$ cat src/source/i2c_bridge_pkg.sv
`default_nettype none

package i2c_bridge_pkg;

  // wishbone widths
  localparam int wb_addr_w = 6;
  localparam int wb_data_w = 32;

  // command register word address
  localparam logic [wb_addr_w-1:0] cmd_reg_addr = 6'h3d;

  // clk cycles per quarter of an scl bit
  localparam int quarter_cycles = 8;

  typedef enum logic [7:0] {
    OP_NOP    = 8'h00,
    OP_WRITE2 = 8'h06
  } cmd_op_e;

  typedef enum logic {
    CMD_IDLE,
    CMD_WAIT
  } cmd_state_e;

  typedef enum logic [1:0] {
    MST_IDLE,
    MST_START,
    MST_BYTE,
    MST_STOP
  } mst_state_e;

endpackage

`default_nettype wire

$ cat src/source/wb_i2c_cmd.sv
`timescale 1ns/10ps
`default_nettype none

module wb_i2c_cmd import i2c_bridge_pkg::*; (
  input  wire                  clk,
  input  wire                  rst,
  input  wire [wb_addr_w-1:0]  wbs_adr_i,
  input  wire [wb_data_w-1:0]  wbs_dat_i,
  input  wire                  wbs_we_i,
  input  wire                  wbs_stb_i,
  input  wire                  wbs_cyc_i,
  output logic                 wbs_ack_o,
  input  wire                  busy_i,
  output logic                 xfer_go_o,
  output logic [6:0]           xfer_addr_o,
  output logic [7:0]           xfer_data0_o,
  output logic [7:0]           xfer_data1_o
);

  cmd_state_e state;
  cmd_op_e    op;
  logic       accept;

  // opcode sits in the top byte
  assign op = cmd_op_e'(wbs_dat_i[wb_data_w-1 -: 8]);

  assign accept = wbs_cyc_i && wbs_stb_i && wbs_we_i &&
                  (wbs_adr_i == cmd_reg_addr) &&
                  (op == OP_WRITE2) &&
                  (state == CMD_IDLE);

  always_ff @(posedge clk) begin
    if (rst) begin
      state     <= CMD_IDLE;
      wbs_ack_o <= 1'b0;
      xfer_go_o <= 1'b0;
    end else begin
      wbs_ack_o <= accept;
      xfer_go_o <= accept;
      case (state)
        CMD_IDLE: begin
          if (accept) begin
            state <= CMD_WAIT;
          end
        end
        CMD_WAIT: begin
          // busy rises one cycle after go, so skip the go cycle
          if (!busy_i && !xfer_go_o) begin
            state <= CMD_IDLE;
          end
        end
        default: state <= CMD_IDLE;
      endcase
    end
  end

  // transaction fields, held until the next accepted write
  always_ff @(posedge clk) begin
    if (accept) begin
      xfer_addr_o  <= wbs_dat_i[22:16];
      xfer_data0_o <= wbs_dat_i[15:8];
      xfer_data1_o <= wbs_dat_i[7:0];
    end
  end

  // single-cycle ack even when the host keeps strobing
  assert property (@(posedge clk) disable iff (rst)
    wbs_ack_o |=> !wbs_ack_o);

endmodule

`default_nettype wire

$ cat src/source/i2c_bit_timer.sv
`timescale 1ns/10ps
`default_nettype none

module i2c_bit_timer import i2c_bridge_pkg::*; (
  input  wire        clk,
  input  wire        rst,
  input  wire        run_i,
  input  wire        scl_i,
  output logic       phase_tick_o,
  output logic [1:0] phase_o
);

  logic [$clog2(quarter_cycles)-1:0] cnt;

  always_ff @(posedge clk) begin
    if (rst || !run_i) begin
      cnt          <= '0;
      phase_o      <= 2'd0;
      phase_tick_o <= 1'b0;
    end else if ((phase_o == 2'd2) && !scl_i) begin
      // target still holds scl low
      cnt          <= '0;
      phase_tick_o <= 1'b0;
    end else if (int'(cnt) == quarter_cycles - 1) begin
      cnt          <= '0;
      phase_o      <= phase_o + 2'd1;
      phase_tick_o <= 1'b1;
    end else begin
      cnt          <= cnt + 1'b1;
      phase_tick_o <= 1'b0;
    end
  end

endmodule

`default_nettype wire

$ cat src/source/i2c_byte_shift.sv
`timescale 1ns/10ps
`default_nettype none

module i2c_byte_shift (
  input  wire        clk,
  input  wire        rst,
  input  wire        load_i,
  input  wire [7:0]  byte_i,
  input  wire        phase_tick_i,
  input  wire [1:0]  phase_i,
  input  wire        sda_i,
  output logic       sda_release_o,
  output logic       byte_done_o,
  output logic       nack_o
);

  logic [7:0] shreg;
  logic [3:0] bit_cnt;
  logic       armed;
  logic       active;
  logic       bit_start;

  assign bit_start = active && phase_tick_i && (phase_i == 2'd0);

  // ninth bit ends with scl high, nack already sampled
  assign byte_done_o = active && phase_tick_i && (phase_i == 2'd3) && (bit_cnt == 4'd8);

  always_ff @(posedge clk) begin
    if (rst) begin
      bit_cnt       <= 4'd0;
      armed         <= 1'b0;
      active        <= 1'b0;
      sda_release_o <= 1'b1;
      nack_o        <= 1'b0;
    end else if (load_i) begin
      bit_cnt       <= 4'd0;
      armed         <= 1'b1;
      active        <= 1'b1;
      // keep sda low until scl has fallen
      sda_release_o <= 1'b0;
    end else if (active && phase_tick_i) begin
      case (phase_i)
        2'd0: begin
          if (armed) begin
            armed         <= 1'b0;
            sda_release_o <= shreg[7];
          end else begin
            bit_cnt       <= bit_cnt + 4'd1;
            sda_release_o <= shreg[6];
          end
        end
        2'd2: begin
          if (bit_cnt == 4'd8) begin
            nack_o <= sda_i;
          end
        end
        2'd3: begin
          if (bit_cnt == 4'd8) begin
            active <= 1'b0;
          end
        end
        default: ;
      endcase
    end
  end

  // ones shift in, so the ack bit is released
  always_ff @(posedge clk) begin
    if (load_i) begin
      shreg <= byte_i;
    end else if (bit_start && !armed) begin
      shreg <= {shreg[6:0], 1'b1};
    end
  end

endmodule

`default_nettype wire

$ cat src/source/i2c_master.sv
`timescale 1ns/10ps
`default_nettype none

module i2c_master import i2c_bridge_pkg::*; (
  input  wire        clk,
  input  wire        rst,
  input  wire        xfer_go_i,
  input  wire [6:0]  xfer_addr_i,
  input  wire [7:0]  xfer_data0_i,
  input  wire [7:0]  xfer_data1_i,
  input  wire        scl_i,
  input  wire        sda_i,
  output logic       busy_o,
  output logic       missed_ack_o,
  output logic       scl_t_o,
  output logic       sda_t_o
);

  mst_state_e state;
  logic [1:0] byte_idx;
  logic [1:0] next_idx;
  logic       nacked;
  logic       stop_low;
  logic       run;
  logic       phase_tick;
  logic [1:0] phase;
  logic       start_end;
  logic       stop_end;
  logic       load;
  logic [7:0] load_byte;
  logic       shift_release;
  logic       byte_done;
  logic       nack;

  assign run       = (state != MST_IDLE);
  assign start_end = (state == MST_START) && phase_tick && (phase == 2'd3);
  assign stop_end  = (state == MST_STOP) && phase_tick && (phase == 2'd3) && stop_low;
  assign next_idx  = (state == MST_START) ? 2'd0 : byte_idx + 2'd1;
  assign load      = start_end ||
                     ((state == MST_BYTE) && byte_done && !nack && (byte_idx != 2'd2));

  // address with write bit, then the two data bytes
  always_comb begin
    case (next_idx)
      2'd0:    load_byte = {xfer_addr_i, 1'b0};
      2'd1:    load_byte = xfer_data0_i;
      default: load_byte = xfer_data1_i;
    endcase
  end

  always_comb begin
    case (state)
      MST_START: begin
        // sda falls halfway through a high scl bit
        scl_t_o = 1'b1;
        sda_t_o = !phase[1];
      end
      MST_BYTE: begin
        scl_t_o = phase[1];
        sda_t_o = shift_release;
      end
      MST_STOP: begin
        scl_t_o = phase[1];
        sda_t_o = stop_low ? (phase == 2'd3) : 1'b1;
      end
      default: begin
        scl_t_o = 1'b1;
        sda_t_o = 1'b1;
      end
    endcase
  end

  always_ff @(posedge clk) begin
    if (rst) begin
      state        <= MST_IDLE;
      byte_idx     <= 2'd0;
      nacked       <= 1'b0;
      stop_low     <= 1'b0;
      busy_o       <= 1'b0;
      missed_ack_o <= 1'b0;
    end else begin
      missed_ack_o <= 1'b0;
      case (state)
        MST_IDLE: begin
          if (xfer_go_i) begin
            state    <= MST_START;
            busy_o   <= 1'b1;
            nacked   <= 1'b0;
            stop_low <= 1'b0;
          end
        end
        MST_START: begin
          if (start_end) begin
            state    <= MST_BYTE;
            byte_idx <= next_idx;
          end
        end
        MST_BYTE: begin
          if (byte_done) begin
            if (nack) begin
              state  <= MST_STOP;
              nacked <= 1'b1;
            end else if (byte_idx == 2'd2) begin
              state <= MST_STOP;
            end else begin
              byte_idx <= next_idx;
            end
          end
        end
        MST_STOP: begin
          if (phase_tick && (phase == 2'd0)) begin
            stop_low <= 1'b1;
          end
          if (stop_end) begin
            state        <= MST_IDLE;
            busy_o       <= 1'b0;
            missed_ack_o <= nacked;
          end
        end
        default: state <= MST_IDLE;
      endcase
    end
  end

  i2c_bit_timer u_timer (
    .clk          (clk),
    .rst          (rst),
    .run_i        (run),
    .scl_i        (scl_i),
    .phase_tick_o (phase_tick),
    .phase_o      (phase)
  );

  i2c_byte_shift u_shift (
    .clk           (clk),
    .rst           (rst),
    .load_i        (load),
    .byte_i        (load_byte),
    .phase_tick_i  (phase_tick),
    .phase_i       (phase),
    .sda_i         (sda_i),
    .sda_release_o (shift_release),
    .byte_done_o   (byte_done),
    .nack_o        (nack)
  );

  // within a byte the line only moves while scl is low
  assert property (@(posedge clk) disable iff (rst)
    (state == MST_BYTE) && scl_i && $past(scl_i) |-> $stable(sda_i));

endmodule

`default_nettype wire

$ cat src/source/i2c_bus_bridge.sv
`timescale 1ns/10ps
`default_nettype none

module i2c_bus_bridge import i2c_bridge_pkg::*; (
  input  wire                  clk,
  input  wire                  rst,
  input  wire [wb_addr_w-1:0]  wbs_adr_i,
  input  wire [wb_data_w-1:0]  wbs_dat_i,
  input  wire                  wbs_we_i,
  input  wire                  wbs_stb_i,
  input  wire                  wbs_cyc_i,
  output logic                 wbs_ack_o,
  input  wire                  scl_i,
  input  wire                  sda_i,
  output logic                 scl_t_o,
  output logic                 sda_t_o,
  output logic                 missed_ack_o
);

  logic       xfer_go;
  logic [6:0] xfer_addr;
  logic [7:0] xfer_data0;
  logic [7:0] xfer_data1;
  logic       busy;

  wb_i2c_cmd u_cmd (
    .clk          (clk),
    .rst          (rst),
    .wbs_adr_i    (wbs_adr_i),
    .wbs_dat_i    (wbs_dat_i),
    .wbs_we_i     (wbs_we_i),
    .wbs_stb_i    (wbs_stb_i),
    .wbs_cyc_i    (wbs_cyc_i),
    .wbs_ack_o    (wbs_ack_o),
    .busy_i       (busy),
    .xfer_go_o    (xfer_go),
    .xfer_addr_o  (xfer_addr),
    .xfer_data0_o (xfer_data0),
    .xfer_data1_o (xfer_data1)
  );

  i2c_master u_master (
    .clk          (clk),
    .rst          (rst),
    .xfer_go_i    (xfer_go),
    .xfer_addr_i  (xfer_addr),
    .xfer_data0_i (xfer_data0),
    .xfer_data1_i (xfer_data1),
    .scl_i        (scl_i),
    .sda_i        (sda_i),
    .busy_o       (busy),
    .missed_ack_o (missed_ack_o),
    .scl_t_o      (scl_t_o),
    .sda_t_o      (sda_t_o)
  );

endmodule

`default_nettype wire

$ cat config.mk
export PLATFORM = sky130hd
export DESIGN_NAME = i2c_bus_bridge
export DESIGN_NICKNAME = d
export VERILOG_FILES = /design/src/source/i2c_bridge_pkg.sv /design/src/source/wb_i2c_cmd.sv /design/src/source/i2c_bit_timer.sv /design/src/source/i2c_byte_shift.sv /design/src/source/i2c_master.sv /design/src/source/i2c_bus_bridge.sv
export SDC_FILE = /design/constraint.sdc
export NUM_CORES = 1
export LEC_CHECK = 0
export BUFFER_PORTS_ARGS = -buffer_cell sky130_fd_sc_hd__buf_2
export CAP_MARGIN = 25
export CORE_MARGIN = 1
export CORE_UTILIZATION = 55
export CTS_CLUSTER_DIAMETER = 120
export DETAILED_ROUTE_END_ITERATION = 6
export PLACE_DENSITY_LB_ADDON = 0.3
export SLEW_MARGIN = 15
export SYNTH_ARGS = -nofsm -noshare
export SYNTH_HDL_FRONTEND = slang
export SYNTH_HIERARCHICAL = 1
export SYNTH_SLANG_ARGS = --single-unit
$ cat constraint.sdc
create_clock -name clk -period 6.4 [get_ports clk]
set_input_delay 0.96 -clock clk [delete_from_list [all_inputs] [get_ports clk]]
set_output_delay 0.96 -clock clk [all_outputs]
set_load 0.01 [all_outputs]
==> results.yml <==
grt:
  globalRouteTotalUtil_pct: 19.7
  grt_start_max_net_pins: 24
  grt_pass1_vias: 1687
  grt_overflow: 0
  grt_pass1_wl_mm: 7.43
  antenna_found_initial: 0
clock_network:
  cts_resized: 0
  numCtsBuffers: 5
  cts_buffer_depth: 2
  cts_tree: "done"
  postCtsSetupRepairBufs: 0
  cts_hold_buf: 0
  clkTransAtPathRegs_ps: 90
  clock_latency_ps: 310
  cts-root-buf: "clkbuf_8"
  clkSinkCount: 55
  htreeDepth: 2
setup_path:
  critPathCaptureType: "output pin"
  startpoint: "u_master/state[1]"
  crit_required_ps: 5440
  path_class: "flop to output pin"
  path_cells: "inv_1, ha_1, a221oi_1, nand2_1, buf_2"
  path_max_fanout: 15
  cp.arrival_ps: 1750
  cpLargestDelayFamily: "adder cells"
  cp_slowest_cell: "ha_1"
  rrSetupSlack_ps: 3960
  r2r_cells: 7
  worstReg2RegStart: "u_master/u_timer/phase_o[1]"
  reg2reg_to: "u_master/u_shift/shreg[4]"
  path_buf_inv: 2
  start_kind: "flop"
  cpPeakStageDelay_ps: 400
sta:
  slew_headroom_pct: 55.9
  worst_pin_slew_ps: 662
  rsz0062_at_grt: "false"
  finalHoldViolations: 0
  period_share_pct: 42.3
  drv_slew: 0
  skew_ps: 9.45
  timing.fmax_mhz: 369
  setup_violations: 0
  period_needed_ps: 2710
  setup_tns_ps: 0
floorplanning:
  die_y_um: 69.7
  die_area_sq_um: 4860
  start_util_pct: 57.5
  fp-row-count: 24
  core_area_sq_um: 4380
  die_w_um: 69.7
  io-pin-count: 49
layout:
  fill_cells: 340
  most-common-layout-cells: "buf_2 (47), edfxtp_1 (31), dfxtp_1 (24)"
  drive_gt1_share_pct: 29.9
  nets: 316
  final_cell_count_no_fill: 313
  antenna_cells: 0
  area_growth_pct: 14.8
  post-route-util_pct: 66.0
  mostFrequentLayoutCell: "buf_2"
placed_design:
  io_buffers: 47
  place.detailed.hpwl_mm: 3.05
  dp_cells: 303
  place_congestion: 0.763
synthesis:
  ys_types: 49
  synth_area_sq_um: 2520
  synthCells: 211
  synth.area.top_cells: "edfxtp_1 (37%), dfxtp_1 (19%), ha_1 (5.5%)"
  syn_area_per_cell_sq_um: 11.9
  synth_nets: 267
  yosys_warnings: 6
  netlist.area_leader.share_pct: 36.9
  ys_async_sr_fraction_pct: 0
  ys_ff_latch: 55
  yosys.area.top_type: "edfxtp_1"
  synth_seq_area_share_pct: 56.0
  synth_edf_count: 31
  ys.flop_type: "edfxtp_1"
run:
  cap_violations: 0
min_path:
  min_delay_path_depth: 1
  min_path_type: "flop to flop"
  hold_path_end: "u_master/u_timer/cnt[0]"
  min_from: "u_master/u_timer/cnt[0]"
route:
  drtPass1Iterations: 4
  routedWlPerCell_um: 14.0
  ant_nets: 0
  vias: 1769
  drc_errors: 0
  vias_per_cell: 5.65
  wl_mm: 4.37
  drt_iter0_drc: 120
power:
  peakVddDrop_mv: 0.177
  powerDensity_nw_per_um2: 222
  p_leak_nw: 1.07
outcome:
  status: "finished clean"
==> sequential cells by signal, summed over array words and instances, names as in the netlist, 2 cells and up <==
register,count
u_master/u_shift/shreg,8
u_cmd/xfer_addr_o,7
u_master/byte_idx,2
u_master/state,2
u_master/u_timer/phase_o,2
u_cmd/xfer_data0_o,8
u_cmd/xfer_data1_o,8
u_master/u_timer/cnt,3
u_master/u_shift/bit_cnt,4
==> where the power goes <==
group	switching, mW	total [mW]	internal [mW]
registers	0.00269	0.377	0.374
logic	0.0381	0.0712	0.0331
clock network	0.115	0.193	0.0786
==> kinds of logic after synthesis <==
family / Yosys count / synth area share (%)
simple gates: 69 / 16.8
flops: 55 / 56.0
compound gates: 49 / 14.4
buf+inv: 17 / 2.93
fa+ha+maj: 11 / 5.46
mux: 10 / 4.32
==> metal layers <==
layer | vias to the layer above | wire length, um | track usage, %
met1 | 825 | 1890 | 23.4
met4 | 0 | 61 | 7.56
met5 | - | 0 | 0
met2 | 50 | 2160 | 33.5
li1 | 888 | - | -
met3 | 6 | 261 | 6.10
==> per-stage QoR <==
step                setup WS, ps  cell area, sq um  power [mW]  hold WS, ps
finish                      3690              2890       0.642          447
global route                3520              2890       0.671          470
CTS                         3660              2880       0.651          452
detailed placement          3540              2790       0.456          439
global placement            3610              2790       0.455          420
floorplan                   3590              2520       0.430          406
==> area by class of cell <==
type,instances,area (sq um),area share (%)
clock buffer,5,68.8,2.38
clock inverter,3,22.5,0.778
inverter,10,37.5,1.30
multi-input combinational,139,1040,35.8
sequential,55,1410,48.8
tap,52,65.1,2.25
timing repair buffer,49,251,8.69
==> Yosys cell counts (all sizes together), types with 2 or more instances <==
| cell type | number |
|---|---|
| a221oi | 2 |
| dfxtp | 24 |
| nand2 | 13 |
| edfxtp | 31 |
| clkbuf | 3 |
| and2 | 3 |
| nor4 | 2 |
| nand2b | 8 |
| o211ai | 2 |
| o21ai | 6 |
| buf | 4 |
| mux2i | 3 |
| o22a | 14 |
| ha | 11 |
| nor3 | 7 |
| mux2 | 7 |
| and2b | 2 |
| or3 | 2 |
| nor2 | 11 |
| nand3 | 6 |
| nand4 | 3 |
| inv | 10 |
| a21oi | 12 |
| nand4b | 2 |
| a21boi | 2 |
| o31ai | 5 |
==> worst max path at each step <==
| stage | endpoint | slack, ps | cells past startpoint |
|---|---|---|---|
| after detailed placement | u_cmd/xfer_data0_o[6] | 3540 | 4 |
| after floorplan | u_cmd/xfer_addr_o[0] | 3590 | 3 |
| after global placement | u_cmd/xfer_data0_o[3] | 3610 | 4 |
| final | sda_t_o | 3690 | 5 |
| after global routing | sda_t_o | 3520 | 5 |
| after CTS | sda_t_o | 3660 | 5 |
No activity file was read; power rests on OpenSTA's default activity.
